`src/vid_pkg.sv`:
```
// shared constants for the monochrome video controller
// pixel word size, the two output colours and the horizontal phase states
`default_nettype none

package vid_pkg;

  // ------------------------------
  // frame buffer word
  // ------------------------------

  // pixels held in one memory word, also the serializer length
  localparam int PIX_PER_WORD = 32;

  // host data and memory word width
  localparam int WORD_W = PIX_PER_WORD;

  // ------------------------------
  // colours
  // ------------------------------

  // lit pixel, shown for a 0 bit
  localparam logic [7:0] FG_R = 8'h7C;
  localparam logic [7:0] FG_G = 8'hD4;
  localparam logic [7:0] FG_B = 8'hD6;

  // dark pixel, shown for a 1 bit
  localparam logic [7:0] BG_R = 8'h00;
  localparam logic [7:0] BG_G = 8'h00;
  localparam logic [7:0] BG_B = 8'h00;

  // ------------------------------
  // line phases
  // ------------------------------

  // order follows the sweep along one line
  typedef enum logic [1:0] {
    h_active = 2'd0,
    h_front  = 2'd1,
    h_sync   = 2'd2,
    h_back   = 2'd3
  } h_phase_e;

endpackage

`default_nettype wire

```
`src/vid_pixel.sv`:
```
// pixel serializer, aligns control with the memory read and shifts the word out
// bit 0 of each word is the leftmost pixel, syncs leave through one more register
`timescale 1ns/1ps
`default_nettype none

module vid_pixel (
  input  logic pclk,
  input  logic rst,
  input  logic [vid_pkg::WORD_W-1:0] rd_data,
  input  logic [$clog2(vid_pkg::PIX_PER_WORD)-1:0] pix_idx,
  input  logic blank,
  input  logic hs,
  input  logic vs,
  output logic hsync,
  output logic vsync,
  output logic blank_n,
  output logic [7:0] r,
  output logic [7:0] g,
  output logic [7:0] b
);
  import vid_pkg::*;

  localparam int PIX_W = $clog2(PIX_PER_WORD);

  logic [PIX_W-1:0]        pix_idx_d;
  logic                    blank_d;
  logic                    hs_d;
  logic                    vs_d;
  logic [PIX_PER_WORD-1:0] shift_q;
  logic                    blank_q;
  logic                    hs_q;
  logic                    vs_q;
  logic                    lit;

  // ------------------------------
  // stage 1, match the read
  // ------------------------------

  always_ff @(posedge pclk) begin
    if (rst) begin
      pix_idx_d <= '0;
      blank_d   <= 1'b1;
      hs_d      <= 1'b0;
      vs_d      <= 1'b0;
    end else begin
      pix_idx_d <= pix_idx;
      blank_d   <= blank;
      hs_d      <= hs;
      vs_d      <= vs;
    end
  end

  // ------------------------------
  // stage 2, shift register
  // ------------------------------

  always_ff @(posedge pclk) begin
    if (pix_idx_d == '0) begin
      shift_q <= rd_data;
    end else begin
      shift_q <= {1'b0, shift_q[PIX_PER_WORD-1:1]};
    end
  end

  always_ff @(posedge pclk) begin
    if (rst) begin
      blank_q <= 1'b1;
      hs_q    <= 1'b0;
      vs_q    <= 1'b0;
    end else begin
      blank_q <= blank_d;
      hs_q    <= hs_d;
      vs_q    <= vs_d;
    end
  end

  // syncs are active low at the connector
  always_ff @(posedge pclk) begin
    if (rst) begin
      hsync <= 1'b1;
      vsync <= 1'b1;
    end else begin
      hsync <= ~hs_q;
      vsync <= ~vs_q;
    end
  end

  // a clear bit lights the pixel
  assign lit     = ~shift_q[0];
  assign blank_n = ~blank_q;

  assign r = !blank_n ? 8'h00 : (lit ? FG_R : BG_R);
  assign g = !blank_n ? 8'h00 : (lit ? FG_G : BG_G);
  assign b = !blank_n ? 8'h00 : (lit ? FG_B : BG_B);

endmodule

`default_nettype wire

```
`config.mk`:
```
export PLATFORM = sky130hd
export DESIGN_NAME = vid_pixel
export DESIGN_NICKNAME = d
export VERILOG_FILES = /design/src/vid_pkg.sv /design/src/vid_pixel.sv
export SDC_FILE = /design/constraint.sdc
export NUM_CORES = 1
export LEC_CHECK = 0
export BUFFER_PORTS_ARGS = -buffer_cell sky130_fd_sc_hd__buf_2
export CORE_MARGIN = 3
export CORE_UTILIZATION = 51
export DETAILED_ROUTE_END_ITERATION = 8
export GPL_TIMING_DRIVEN = 1
export PLACE_DENSITY = 0.84
export SETUP_SLACK_MARGIN = 0.05
export SLEW_MARGIN = 10
export SYNTH_ARGS = -nofsm -noshare
export SYNTH_HDL_FRONTEND = slang
export SYNTH_SLANG_ARGS = --single-unit
```
`constraint.sdc`:
```
create_clock -name pclk -period 2.5 [get_ports pclk]
set_input_delay 0.375 -clock pclk [delete_from_list [all_inputs] [get_ports pclk]]
set_output_delay 0.375 -clock pclk [all_outputs]
set_load 0.01 [all_outputs]
```
==> results.md <==
Yosys:
- The share of synthesized cell area in full adder, half adder and majority cells is 0%.
- Sequential elements use 52.21% of the synthesized area.
- The number of storage elements in the synthesis netlist is 45.
- The share of the synthesized area in compound gates (AO/OA/AOI/OAI) is 0%.
- The xor/xnor share of the synthesized area is 0%.
- The main combinational cell family by area after synthesis is multiplexers.
- The average cell area after synthesis is 14.14 sq um.
- Yosys attributes the largest share of cell area to dfxtp_1 52%, mux2_4 25%, buf_4 10%.
- The synthesized area is 1725 sq um.
- The distinct cell type count after synthesis is 15.
- The cell accounting for the most synthesized area is dfxtp_1.
- The basic-gate share of the synthesized area counting and, or, nand and nor cells is 7.107%.
- Summed over its instances, the top area cell type makes up 52.21% of the synthesized netlist area.
- The multiplexer share of the synthesized area is 26.54%.
- For this run, the number of Yosys warnings is 0.
- The synthesized instance count is 122.

Setup path:
- The most critical setup path has its endpoint at shift_q[30]$_DFF_P_.
- The terminus of the critical flop-to-flop path is shift_q[30]$_DFF_P_.
- The startpoint of the most critical setup path is pix_idx_d[1]$_SDFF_PP0_.
- In this run the worst path has a maximum fanout of 23.
- STA puts the critical path data arrival time at 2050 ps.
- The worst setup path is launched from a flop.
- The classification of the worst setup path is flop to flop.
- Counting cells, the worst reg-to-reg path comes to 4.
- At the worst endpoint, the required time is 2730 ps.
- The startpoint identified for the worst register-to-register timing path is pix_idx_d[1]$_SDFF_PP0_.
- The reg2reg setup slack is 680 ps.
- STA classifies the critical path endpoint as a flop.

Clock network:
- For this design, the sink count on the clock tree is 45.
- The clock root buffer master is clkbuf_4.
- The number of hold buffers added after cts is 0.
- The number of buffers added by the clock tree synthesis step is 5.
- In this run the post-CTS setup repair buffer count came out at 0.
- The number of H-tree levels is 2.
- The number of resized instances in the post-cts repair step is 0.
- The clock passes through at most 2 buffers.
- Clock-pin slew was measured on the worst setup and hold paths at 100 ps.
- The clock reaches the later pin of the worst-skew pair after 340 ps.
- The clock tree from TritonCTS is built.

STA:
- The fmax is 548.8 MHz.
- Setup repair after global routing left no endpoint under its margin.
- The ratio of final minimum period to clock period is 72.89%.
- After layout, the minimum clock period comes to 1822 ps.
- The largest clock skew in the final design is 9.104 ps.
- The worst slack on hold paths is 223.8 ps.
- Headroom to the max-slew limit came out at 64.44%.
- The slew at the pin closest to its max-slew limit is 531.4 ps.
- The final-layout setup total negative slack is 0 ps.
- Setup violations remaining at the end of the flow were counted as 0.
- Across all setup checks in the final design, the least slack found is 677.8 ps.
- The total count of max-transition violations in the final report is 0.
- The number of failing hold endpoints at the final stage is 0.

Global route:
- The number of global-route vias before repair was 898.
- Entering global routing, the biggest net connects 24 pins.
- The global-route usage over all layers is 13.58%.
- The global route total overflow is 0.
- The number of antenna violations at the first check in global routing is 0.
- The first-pass GRT wire length is 4.202 mm.

Floorplan:
- In this run the count of I/O pins placed on the die edge is 69.
- The initial utilization of the core area, before any placement, comes to 55.16%.
- The core region area is 3128 sq um.
- The overall die height is 64.17 microns.
- The die area is 4117 sq um.
- The row count is 20.
- The chip width is 64.17 microns.

Route:
- Once detail routing completed, the nets flagged for antenna violations numbered 0.
- The pre-antenna-repair detailed-routing pass consisted of 2 iterations.
- The post-detailed-route wirelength per cell is 11.79 microns.
- The total wire length is 2.524 mm.
- Using the TritonRoute via totals, the vias-per-cell ratio works out to 4.280.
- The via count is 916.
- For this run, design rule violations remaining after detail routing come to 0.
- The detailed router's first-iteration violation count is 18.

Hold path:
- The path class of the tightest hold or removal check is input port to flop.

Power and ir drop:
- The final total power is 1.461 mW.
- In this run the power density over the cells is 751.9 nW/um^2.
- VDD sags by at most 0.4686 mV.
- Summed over all cells, the static leakage comes to 0.9754 nW.

Run:
- The max-capacitance violation count is 0.

Cells and area:
- Counting the fill cells in the layout gives 237.
- For this run, the share of the core covered by cells in the final layout is 62.12%.
- The layout net count is 212.
- The fraction of final layout cells with drive strength greater than 1 is 58.82%.
- Once layout is done, the placed cells without fillers occupy 1943 sq um.
- From synthesis to final layout, the design area changed by 12.62%.
- The count of cells in the finished layout, fillers not included, comes to 214.
- The number of diodes is 0.

Place:
- Port buffering added 58 buffers.
- The congestion estimate from routability-driven global placement came to 0.6366.
- At the placement stage, the worst setup path has a slack of 681.5 ps.
- The instance area after placement is 1888 sq um.
- The post-detailed-placement half-perimeter wirelength is 2.010 mm.
- The placed instance count is 207.

Status:
- The flow ran to the end, and the final reports show no timing, DRC or antenna violations.
## power by group
group	switching (mW)	leakage [nW]	internal [mW]	total (mW)
clock	0.197	0.0314	0.133	0.330
combinational	0.0807	0.567	0.183	0.264
sequential	0.0360	0.377	0.831	0.867
total	0.313	0.975	1.15	1.46
## sequential cells by signal, summed over array words and instances (netlist names)
name / flops
vs_d: 1
pix_idx_d: 5
blank_d: 1
hs_q: 1
vs_q: 1
shift_q: 32
blank_q: 1
hsync: 1
vsync: 1
hs_d: 1
## cell usage in the layout (no fill, tap or decap)
| master | instances |
|---|---|
| or2_2 | 2 |
| or4_4 | 1 |
| conb_1 | 10 |
| clkbuf_8 | 1 |
| buf_12 | 1 |
| clkbuf_1 | 1 |
| nor2b_1 | 9 |
| dfxtp_1 | 45 |
| nor2_1 | 1 |
| buf_2 | 58 |
| and2_1 | 1 |
| nor2_8 | 1 |
| inv_1 | 1 |
| mux2_4 | 29 |
| clkbuf_4 | 5 |
| nand2b_1 | 2 |
| mux2_2 | 2 |
## per-layer routing
metal	routed length, microns	GRT usage [%]
met3	277	5.624
met4	36	7.124
met1	985	16.39
met2	1226	20.52
met5	0	0
## area by class of cell
class	instances	area, sq um	area share (%)
Clock buffer	7	55.05	2.833
Inverter	1	3.754	0.1932
Multi-Input combinational cell	58	618.1	31.81
Sequential cell	45	900.9	46.36
Tap cell	44	55.05	2.833
Timing Repair Buffer	59	310.3	15.97
## cells in the mapped netlist
library cell,number
inv_1,1
dfxtp_1,45
and2_1,1
nor2_8,1
or4_4,1
conb_1,1
mux2_4,29
buf_4,23
nor2b_1,9
or2_2,2
mux2_2,2
nor2_1,1
buf_12,3
nand2b_1,2
clkbuf_1,1
## worst min-delay path by stage
stage	start	endpoint	slack (ps)	cells past startpoint
floorplan	hs_q$_SDFF_PP0_	hsync$_SDFF_PP1_	360	1
global placement	hs_q$_SDFF_PP0_	hsync$_SDFF_PP1_	360	1
detailed placement	vs_q$_SDFF_PP0_	vsync$_SDFF_PP1_	370	1
CTS	blank	blank_d$_SDFF_PP1_	210	2
global route	blank	blank_d$_SDFF_PP1_	200	2
finish	blank	blank_d$_SDFF_PP1_	220	2
## cells by family after synthesis
kind of cell	count (synthesis)
flops	45
mux	31
buf+inv	28
simple gates	17
other cells	1
## critical path: stages (launching register included)
cell	delay (ps)
dfxtp_1	320
or4_4	560
nor2_8	250
buf_12	240
mux2_2	350
No activity file was read; power rests on OpenSTA's default activity.
