==> src/vid_pkg.sv <==
// shared constants for the monochrome video controller
// pixel word size, the two output colours and the horizontal phase states
`default_nettype none

package vid_pkg;

  // ------------------------------
  // frame buffer word
  // ------------------------------

  // pixels held in one memory word, also the serializer length
  localparam int PIX_PER_WORD = 32;

  // host data and memory word width
  localparam int WORD_W = PIX_PER_WORD;

  // ------------------------------
  // colours
  // ------------------------------

  // lit pixel, shown for a 0 bit
  localparam logic [7:0] FG_R = 8'h7C;
  localparam logic [7:0] FG_G = 8'hD4;
  localparam logic [7:0] FG_B = 8'hD6;

  // dark pixel, shown for a 1 bit
  localparam logic [7:0] BG_R = 8'h00;
  localparam logic [7:0] BG_G = 8'h00;
  localparam logic [7:0] BG_B = 8'h00;

  // ------------------------------
  // line phases
  // ------------------------------

  // order follows the sweep along one line
  typedef enum logic [1:0] {
    h_active = 2'd0,
    h_front  = 2'd1,
    h_sync   = 2'd2,
    h_back   = 2'd3
  } h_phase_e;

endpackage

`default_nettype wire

==> src/vid_timing.sv <==
// raster timing generator, sweeps the screen and addresses the frame buffer
// all outputs describe the current counter position, downstream adds latency
`timescale 1ns/1ps
`default_nettype none

module vid_timing #(
  parameter int H_ACTIVE = 1024,
  parameter int H_FRONT  = 24,
  parameter int H_SYNC   = 136,
  parameter int H_BACK   = 144,
  parameter int V_ACTIVE = 768,
  parameter int V_FRONT  = 3,
  parameter int V_SYNC   = 6,
  parameter int V_BACK   = 29
) (
  input  logic pclk,
  input  logic rst,
  output logic [$clog2(V_ACTIVE)+$clog2(H_ACTIVE/vid_pkg::PIX_PER_WORD)-1:0] rd_addr,
  output logic [$clog2(vid_pkg::PIX_PER_WORD)-1:0] pix_idx,
  output logic blank,
  output logic hs,
  output logic vs
);
  import vid_pkg::*;

  localparam int H_TOTAL = H_ACTIVE + H_FRONT + H_SYNC + H_BACK;
  localparam int V_TOTAL = V_ACTIVE + V_FRONT + V_SYNC + V_BACK;
  localparam int HC_W    = $clog2(H_TOTAL);
  localparam int VC_W    = $clog2(V_TOTAL);
  localparam int PIX_W   = $clog2(PIX_PER_WORD);
  localparam int WRD_W   = $clog2(H_ACTIVE / PIX_PER_WORD);
  localparam int ROW_W   = $clog2(V_ACTIVE);

  // last count of each horizontal phase
  localparam logic [HC_W-1:0] H_ACT_END  = HC_W'(H_ACTIVE - 1);
  localparam logic [HC_W-1:0] H_FP_END   = HC_W'(H_ACTIVE + H_FRONT - 1);
  localparam logic [HC_W-1:0] H_SYNC_END = HC_W'(H_ACTIVE + H_FRONT + H_SYNC - 1);
  localparam logic [HC_W-1:0] H_LINE_END = HC_W'(H_TOTAL - 1);

  // vertical marks, in lines
  localparam logic [VC_W-1:0] V_ACT_END   = VC_W'(V_ACTIVE - 1);
  localparam logic [VC_W-1:0] V_SYNC_ON   = VC_W'(V_ACTIVE + V_FRONT);
  localparam logic [VC_W-1:0] V_SYNC_OFF  = VC_W'(V_ACTIVE + V_FRONT + V_SYNC);
  localparam logic [VC_W-1:0] V_FRAME_END = VC_W'(V_TOTAL - 1);

  h_phase_e        h_phase;
  logic [HC_W-1:0] hcnt;
  logic [VC_W-1:0] vcnt;
  logic            vblank;
  logic            vsync_on;
  logic            line_end;
  logic            sync_start;

  assign line_end   = (hcnt == H_LINE_END);
  // hsync begins on the next count, vsync toggles at the same point
  assign sync_start = (hcnt == H_FP_END);

  // ------------------------------
  // horizontal sweep
  // ------------------------------

  always_ff @(posedge pclk) begin
    if (rst) begin
      hcnt    <= '0;
      h_phase <= h_active;
    end else begin
      if (line_end) begin
        hcnt <= '0;
      end else begin
        hcnt <= hcnt + 1'b1;
      end
      case (h_phase)
        h_active: if (hcnt == H_ACT_END) h_phase <= h_front;
        h_front:  if (sync_start) h_phase <= h_sync;
        h_sync:   if (hcnt == H_SYNC_END) h_phase <= h_back;
        h_back:   if (line_end) h_phase <= h_active;
        default:  h_phase <= h_active;
      endcase
    end
  end

  // ------------------------------
  // vertical sweep
  // ------------------------------

  always_ff @(posedge pclk) begin
    if (rst) begin
      vcnt     <= '0;
      vblank   <= 1'b0;
      vsync_on <= 1'b0;
    end else begin
      if (line_end) begin
        if (vcnt == V_FRAME_END) begin
          vcnt   <= '0;
          vblank <= 1'b0;
        end else begin
          vcnt <= vcnt + 1'b1;
        end
        if (vcnt == V_ACT_END) begin
          vblank <= 1'b1;
        end
      end
      if (sync_start) begin
        if (vcnt == V_SYNC_ON) begin
          vsync_on <= 1'b1;
        end else if (vcnt == V_SYNC_OFF) begin
          vsync_on <= 1'b0;
        end
      end
    end
  end

  assign blank   = (h_phase != h_active) | vblank;
  assign hs      = (h_phase == h_sync);
  assign vs      = vsync_on;
  assign pix_idx = hcnt[PIX_W-1:0];

  // row above word index, outside the active area the value is don't care
  assign rd_addr = {vcnt[ROW_W-1:0], hcnt[PIX_W +: WRD_W]};

endmodule

`default_nettype wire

==> config.mk <==
export PLATFORM = sky130hd
export DESIGN_NAME = vid_timing
export DESIGN_NICKNAME = d
export VERILOG_FILES = /design/src/vid_pkg.sv /design/src/vid_timing.sv
export SDC_FILE = /design/constraint.sdc
export NUM_CORES = 1
export LEC_CHECK = 0
export BUFFER_PORTS_ARGS = -buffer_cell sky130_fd_sc_hd__buf_2
export CORE_ASPECT_RATIO = 1.75
export CORE_MARGIN = 4
export CORE_UTILIZATION = 56
export DETAILED_ROUTE_END_ITERATION = 10
export PLACE_DENSITY = 0.8
export SLEW_MARGIN = 5
export SYNTH_ARGS = -nofsm -noshare
export SYNTH_HDL_FRONTEND = slang
export SYNTH_SLANG_ARGS = --single-unit
==> constraint.sdc <==
create_clock -name pclk -period 3.2 [get_ports pclk]
set_input_delay 0.32 -clock pclk [delete_from_list [all_inputs] [get_ports pclk]]
set_output_delay 0.32 -clock pclk [all_outputs]
set_load 0.1 [all_outputs]
==> out/qor.csv, run 1 <==
stage,metric,value,unit
synthesis,largest family of logic cells by synthesized area,simple AND/OR/NAND/NOR gates,
floorplanning,die area,3420,um^2
final_layout,Final nets,186,
power_and_ir_drop,sw frac,24.5,%
critical_path,Reg-to-Reg Start,hcnt[9]$_SDFF_PP0_,
hold_path,HP Start,rst,
placement,DP HPWL,2340,um
power_and_ir_drop,PD cells,360,nW/um^2
critical_path,Crit. End Element,register,
critical_path,crit path max fanout,13,
synthesis,post-synth cell types,35,
detailed_routing,drt first-iter violations,34,
hold_path,WHS Path Cells,2,
cts,CTS tree,built,
sta,RSZ-0062 raised after global routing,no,
global_routing,Total GRT Usage,20.1,%
sta,setup TNS,0,ns
placement,placer's final routability congestion estimate,0.887,
detailed_routing,routed wire length,3170,um
cts,clock root cell,clkbuf_8,
global_routing,initial antenna violation count,0,
floorplanning,standard-cell rows,23,
detailed_routing,# DRC,0,
sta,"Period Utilization, post-route",63.3,%
placement,PortBufs,24,
power_and_ir_drop,Leak,0.618,nW
critical_path,"slowest stage cell, crit path",a2111oi_2,
sta,min cycle time layout,2.03,ns
synthesis,compound-gate portion of the synthesized area,11.6,%
hold_path,HP Class,in -> reg,
power_and_ir_drop,clock power share,33.8,%
critical_path,FF-to-FF End,h_phase[1]$_SDFFE_PP0P_,
run_status,status,finished clean,
cts,PostCTS Resize Cnt,0,
detailed_routing,DRT Pass-1 Iters,4,
global_routing,gr ovfl total,0,
synthesis,Post-Synth Simple-Gate Area,25.2,%
synthesis,"flops & latches, synth",25,
detailed_routing,post-route ant nets,0,
synthesis,Main synth FF type,dfxtp_1,
critical_path,CP arrival,2.23,ns
critical_path,Buf/Inv on CP,0,
final_layout,Synth-to-Final Area Change,7.01,%
floorplanning,Initial Util,59.8,%
sta,final hold vios,0,
cts,H-tree Lvls,1,
power_and_ir_drop,Max VDD drop,0.288,mV
final_layout,Fillers,219,
power_and_ir_drop,Net Sw Power,0.133,mW
critical_path,startpoint types,register,
floorplanning,I/O pin count,25,
synthesis,synthesized area,1410,um^2
placement,Post-DP Area,1460,um^2
power_and_ir_drop,total design power,0.543,mW
synthesis,XOR/XNOR share of the synthesized area,6.83,%
synthesis,fraction of synthesized area in multiplexers,2.22,%
sta,Final Setup Violations,0,
critical_path,Levels on crit path,4,
final_layout,# diodes,0,
sta,fin worst setup slack,1.17,ns
critical_path,Crit Path Class,reg -> reg,
run,max cap viols,0,
cts,clock latency on the worst-skew pair,0.26,ns
synthesis,cell count after synthesis,160,
global_routing,pin count of the biggest net entering global routing,14,
critical_path,"setup slack, reg-to-reg",1.17,ns
sta,Slew @ Worst Pin,0.479,ns
cts,Worst-path clk slew,0.08,ns
detailed_routing,DR vias,1199,
sta,f_max,493,MHz
placement,placed cell count,195,
final_layout,layout cells sized above 1,21.3,%
power_and_ir_drop,Internal,0.410,mW
critical_path,worst path cell trace,nor4b_4 > nand3_2 > a2111oi_2 > mux2i_1,
floorplanning,core area,2360,um^2
critical_path,"CP delay by family, top",simple AND/OR/NAND/NOR gates,
global_routing,global-route wire length before repair,5150,um
final_layout,Post-Layout Cell Count,199,
floorplanning,Die Height,74.4,um
power_and_ir_drop,Comb pwr share,7.6,%
placement,post-place setup slack,1.19,ns
sta,Fin Clk Skew,0.00158,ns
synthesis,"EDFF count, synth",0,
cts,number of CTS-inserted buffers,3,
floorplanning,Die X,45.9,um
hold_path,WHS Endpoint,vcnt[1]$_SDFFE_PP0P_,
cts,postcts setup bufs,0,
cts,Max Buffers Root-to-Sink,2,
synthesis,Synth Area per Inst,8.81,um^2
synthesis,Syn. warnings,0,
synthesis,adder-cell share of the synthesized area,7.99,%
cts,Num Clock Sinks,25,
critical_path,required time worst endpoint,3.40,ns
global_routing,number of global-route vias before repair,1194,
synthesis,sequential-to-total area share from yosys stat,35.5,%
cts,Post-CTS Hold Fix Bufs,0,
final_layout,Final Cell Area,1510,um^2
final_layout,register area,500,um^2
critical_path,R2R cell count,4,
detailed_routing,Avg WL per Cell,15.9,um
final_layout,footprint of the multi-input gates,759,um^2
detailed_routing,vias per cell,6.03,
power_and_ir_drop,Reg power frac,58.6,%
synthesis,asr flop ratio synth,0,%
synthesis,Post-Syn Nets,171,
sta,max_slew headroom,67.6,%
critical_path,CP peak stage delay,0.57,ns
sta,Final Max Tran Viols,0,
-- power groups by stage --
stage                     clock network [mW]  registers (mW)  logic (mW)
final                                  0.184           0.318      0.0413
after global routing                   0.200           0.320      0.0440
after CTS                              0.187           0.318      0.0415
after detailed placement                   0           0.326      0.0412
after global placement                     0           0.325      0.0406
after floorplan                            0           0.325      0.0375
-- state kept, by name, indices dropped and copies added, names as in the netlist --
| register | cells |
|---|---|
| h_phase | 2 |
| hcnt | 11 |
| vblank | 1 |
| vcnt | 10 |
| vs | 1 |
-- stage by stage --
stage | hold WS [ns] | util, %
5_1_grt | 0.291 | 63.9
4_1_cts | 0.293 | 63.9
3_3_place_gp | 0.464 | 62.0
6_report | 0.292 | 63.9
2_1_floorplan | 0.389 | -
3_5_place_dp | 0.480 | 62.0
-- cells in the final DEF (no fill, tap or decap), types with 2 or more instances in the layout --
cell type	instances
nand3_1	8
buf_2	24
or4_1	5
dfxtp_1	25
mux2i_1	2
o31ai_1	5
xor2_1	7
xnor2_1	4
nand4_1	5
a21oi_1	8
a41oi_1	2
ha_1	9
o21ai_0	4
and4b_1	2
nor2_1	15
nand2_1	10
and3_1	3
and4_1	3
or3_2	2
inv_1	14
clkbuf_8	3
-- Yosys cell counts, drive strengths merged (2+ instances only) --
| cell | n | share of area (%) |
|---|---|---|
| dfxtp | 25 | 35 |
| nor2 | 15 | 4.0 |
| inv | 14 | 3.7 |
| buf | 11 | 6.1 |
| nand2 | 10 | 2.7 |
| ha | 9 | 8.0 |
| nand3 | 9 | 3.5 |
| a21oi | 8 | 2.8 |
| xor2 | 7 | 4.3 |
| nand4 | 5 | 2.2 |
| o21ai | 5 | 2.0 |
| o31ai | 5 | 2.7 |
| or4 | 5 | 2.7 |
| xnor2 | 4 | 2.5 |
| and3 | 3 | 1.3 |
| and4 | 3 | 1.9 |
| clkbuf | 3 | 0.80 |
| a41oi | 2 | 1.2 |
| and4b | 2 | 1.4 |
| mux2i | 2 | 1.4 |
| nor4b | 2 | 2.3 |
| or3 | 2 | 1.1 |
-- final cells by class --
type	instances	share of cell area [%]
multi-input combinational	107	50.3
clock buffer	4	2.99
inverter	14	3.48
sequential	25	33.2
timing repair buffer	24	7.96
tap	25	2.07
-- kinds of logic (layout without fill, tap and decap cells) --
group                      Yosys count  count (layout)
adders and majority gates            9               9
xor gates and xnor gates            11              11
and+or+nand+nor                     60              60
AOI/OAI and AO/OA                   24              24
muxes                                3               3
DFF                                 25              25
buffers and inverters               28              42
-- worst max-delay path by stage --
stage	start	endpoint	slack, ns
after global placement	hcnt[6]$_SDFF_PP0_	h_phase[0]$_SDFFE_PP0P_	1.33
after CTS	hcnt[9]$_SDFF_PP0_	h_phase[1]$_SDFFE_PP0P_	1.17
after global routing	hcnt[9]$_SDFF_PP0_	h_phase[1]$_SDFFE_PP0P_	1.05
after detailed placement	hcnt[0]$_SDFF_PP0_	h_phase[1]$_SDFFE_PP0P_	1.19
final	hcnt[9]$_SDFF_PP0_	h_phase[1]$_SDFFE_PP0P_	1.17
after floorplan	vcnt[3]$_SDFFE_PP0P_	vcnt[8]$_SDFFE_PP0P_	0.96
-- layer usage --
layer	global-route usage [%]	wire length, um	vias to the layer above
li1	-	-	584
met1	20.9	1240	570
met3	2.91	114	14
met4	11.4	168	0
met5	0	0	-
met2	36.2	1650	31
Power figures use the tool's default switching activity.
==> run 2: changes to the inputs <==
Settings changed: ABC_AREA set to 1, CORE_UTILIZATION 56 to 50, PLACE_DENSITY 0.8 to 0.75.
Clock period 3.2 ns to 1.8 ns, I/O delays scaled along.
==> out/qor.csv, run 2 <==
stage,metric,value,unit
run_status,status,finished clean,
detailed_routing,DR vias,1336,
placement,Post-DP Area,1560,um^2
floorplanning,core area,2750,um^2
placement,placer's final routability congestion estimate,0.899,
final_layout,Fillers,287,
global_routing,Total GRT Usage,15.9,%
power_and_ir_drop,Max VDD drop,0.388,mV
critical_path,startpoint types,register,
global_routing,gr ovfl total,0,
placement,post-place setup slack,0.208,ns
final_layout,# diodes,0,
power_and_ir_drop,PD cells,593,nW/um^2
hold_path,HP Class,in -> reg,
cts,Worst-path clk slew,0.08,ns
critical_path,Reg-to-Reg Start,hcnt[0]$_SDFF_PP0_,
detailed_routing,vias per cell,5.24,
synthesis,Synth Area per Inst,7.02,um^2
floorplanning,I/O pin count,25,
synthesis,Synth top area share,33.9,%
placement,placed cell count,251,
cts,CTS tree,built,
critical_path,launch point of the worst path,h_phase[0]$_SDFFE_PP0P_,
detailed_routing,DRT Pass-1 Iters,4,
cts,H-tree Lvls,1,
power_and_ir_drop,Net Sw Power,0.224,mW
sta,Fin Clk Skew,0.00106,ns
sta,RSZ-0062 raised after global routing,no,
cts,Num Clock Sinks,25,
sta,Fin Hold WS,0.0982,ns
synthesis,"EDFF count, synth",0,
final_layout,layout cells sized above 1,22.8,%
global_routing,initial antenna violation count,0,
cts,postcts setup bufs,0,
synthesis,sequential-to-total area share from yosys stat,33.9,%
synthesis,Synth area leader,dfxtp_1,
detailed_routing,routed wire length,2910,um
cts,Post-CTS Hold Fix Bufs,0,
final_layout,register area,509,um^2
placement,PortBufs,24,
final_layout,most frequent cells in the layout,"nand2_1 (50), nor2_1 (26), buf_2 (24)",
final_layout,final core utilization,58.4,%
run,max cap viols,0,
synthesis,top post-synthesis cells by count,"nand2_1 (50), nor2_1 (26), dfxtp_1 (25)",
final_layout,Largest register FFs,11,
final_layout,Final Cell Area,1610,um^2
floorplanning,Die X,49.1,um
sta,f_max,611,MHz
final_layout,Synth-to-Final Area Change,8.91,%
detailed_routing,drt first-iter violations,22,
synthesis,Syn. warnings,0,
detailed_routing,Avg WL per Cell,11.4,um
synthesis,cell count after synthesis,210,
synthesis,Post-Syn Nets,221,
final_layout,"Most flops, register",hcnt,
sta,setup TNS,0,ns
critical_path,Crit. End Element,primary output,
critical_path,CP arrival,1.46,ns
final_layout,largest registers,"hcnt (11), vcnt (10), h_phase (2)",
placement,DP HPWL,2380,um
detailed_routing,post-route ant nets,0,
synthesis,Main synth FF type,dfxtp_1,
critical_path,Crit Path Class,reg -> out,
critical_path,required time worst endpoint,1.62,ns
critical_path,crit path max fanout,4,
floorplanning,Die Height,79.9,um
synthesis,post-synth cell types,30,
cts,PostCTS Resize Cnt,0,
sta,final hold vios,0,
cts,number of CTS-inserted buffers,3,
power_and_ir_drop,Comb pwr share,7.7,%
cts,clock latency on the worst-skew pair,0.26,ns
global_routing,number of global-route vias before repair,1291,
floorplanning,die area,3920,um^2
sta,min cycle time layout,1.64,ns
sta,Slew @ Worst Pin,0.489,ns
sta,fin worst setup slack,0.163,ns
global_routing,global-route wire length before repair,5150,um
sta,"Period Utilization, post-route",91.0,%
power_and_ir_drop,Reg power frac,59.1,%
power_and_ir_drop,sw frac,23.5,%
final_layout,Post-Layout Cell Count,255,
power_and_ir_drop,total design power,0.953,mW
synthesis,most frequent cell after synthesis,nand2_1,
cts,clock root cell,clkbuf_8,
sta,Final Setup Violations,0,
sta,Final Max Tran Viols,0,
floorplanning,standard-cell rows,25,
power_and_ir_drop,Internal,0.729,mW
final_layout,Final nets,240,
synthesis,main area contributors after synthesis,"dfxtp_1 (34%), nand2_1 (13%), ha_1 (7.6%), nor2_1 (6.6%), inv_1 (5.6%)",
synthesis,"flops & latches, synth",25,
global_routing,pin count of the biggest net entering global routing,14,
power_and_ir_drop,Leak,0.693,nW
hold_path,HP Start,rst,
synthesis,synthesized area,1480,um^2
final_layout,footprint of the multi-input gates,774,um^2
final_layout,"most common cell after layout, fill and taps aside",nand2_1,
synthesis,asr flop ratio synth,0,%
sta,max_slew headroom,67.6,%
detailed_routing,# DRC,0,
power_and_ir_drop,clock power share,33.2,%
cts,Max Buffers Root-to-Sink,2,
floorplanning,Initial Util,53.6,%
==> run 2: cell count changes in the layout (fill, tap and decap cells not counted), moves of 4 or more <==
cell / previous run / this run
o31ai_1: 5 / 1
nor2_1: 15 / 26
o21ai_1: 0 / 6
nor3_1: 0 / 5
dfxtp_2: 0 / 7
or4_1: 5 / 0
dfxtp_1: 25 / 18
inv_1: 14 / 22
nand2_1: 10 / 50
==> run 2: cell type report <==
| type | count | area share (%) |
|---|---|---|
| Timing Repair Buffer | 26 | 8.41 |
| Clock buffer | 4 | 2.80 |
| Inverter | 28 | 6.78 |
| Multi-Input combinational cell | 145 | 48.2 |
| Tap cell | 27 | 2.10 |
| Sequential cell | 25 | 31.7 |
==> run 2: critical path: stages, from the launching register on <==
cell,delay (ns)
dfxtp_1,0.39
inv_1,0.10
ha_1,0.22
nand2_1,0.07
buf_2,0.42
==> run 2: worst paths after layout <==
path	to	cells after the start	slack, ns
hold reg to reg	vs$_SDFFE_PP0P_	2	0.47
hold / removal	vcnt[9]$_SDFFE_PP0P_	2	0.1
setup reg to reg	vcnt[8]$_SDFFE_PP0P_	10	0.21
setup / recovery	blank	4	0.16
==> run 2: kinds of logic (layout without fill, tap and decap cells) <==
family / after synthesis / after routing / share of synthesized area (%)
AOI/OAI and AO/OA: 20 / 20 / 7.21
xor gates and xnor gates: 5 / 5 / 2.97
adders and majority gates: 9 / 9 / 7.63
buffers and inverters: 40 / 58 / 13.6
DFF: 25 / 25 / 33.9
and+or+nand+nor: 111 / 111 / 34.7
==> run 2: power groups by stage <==
stage	combinational [mW]	sequential, mW	clock [mW]
finish	0.0732	0.564	0.316
global route	0.0771	0.566	0.352
CTS	0.0740	0.564	0.332
detailed placement	0.0739	0.577	0
global placement	0.0737	0.577	0
floorplan	0.0688	0.576	0
==> run 2: metal layers <==
layer | GRT usage (%) | share of wire (%)
met1 | 16.5 | 38
met5 | 0 | 0
met3 | 1.87 | 4.1
met2 | 31.3 | 57
met4 | 5.66 | 0.65
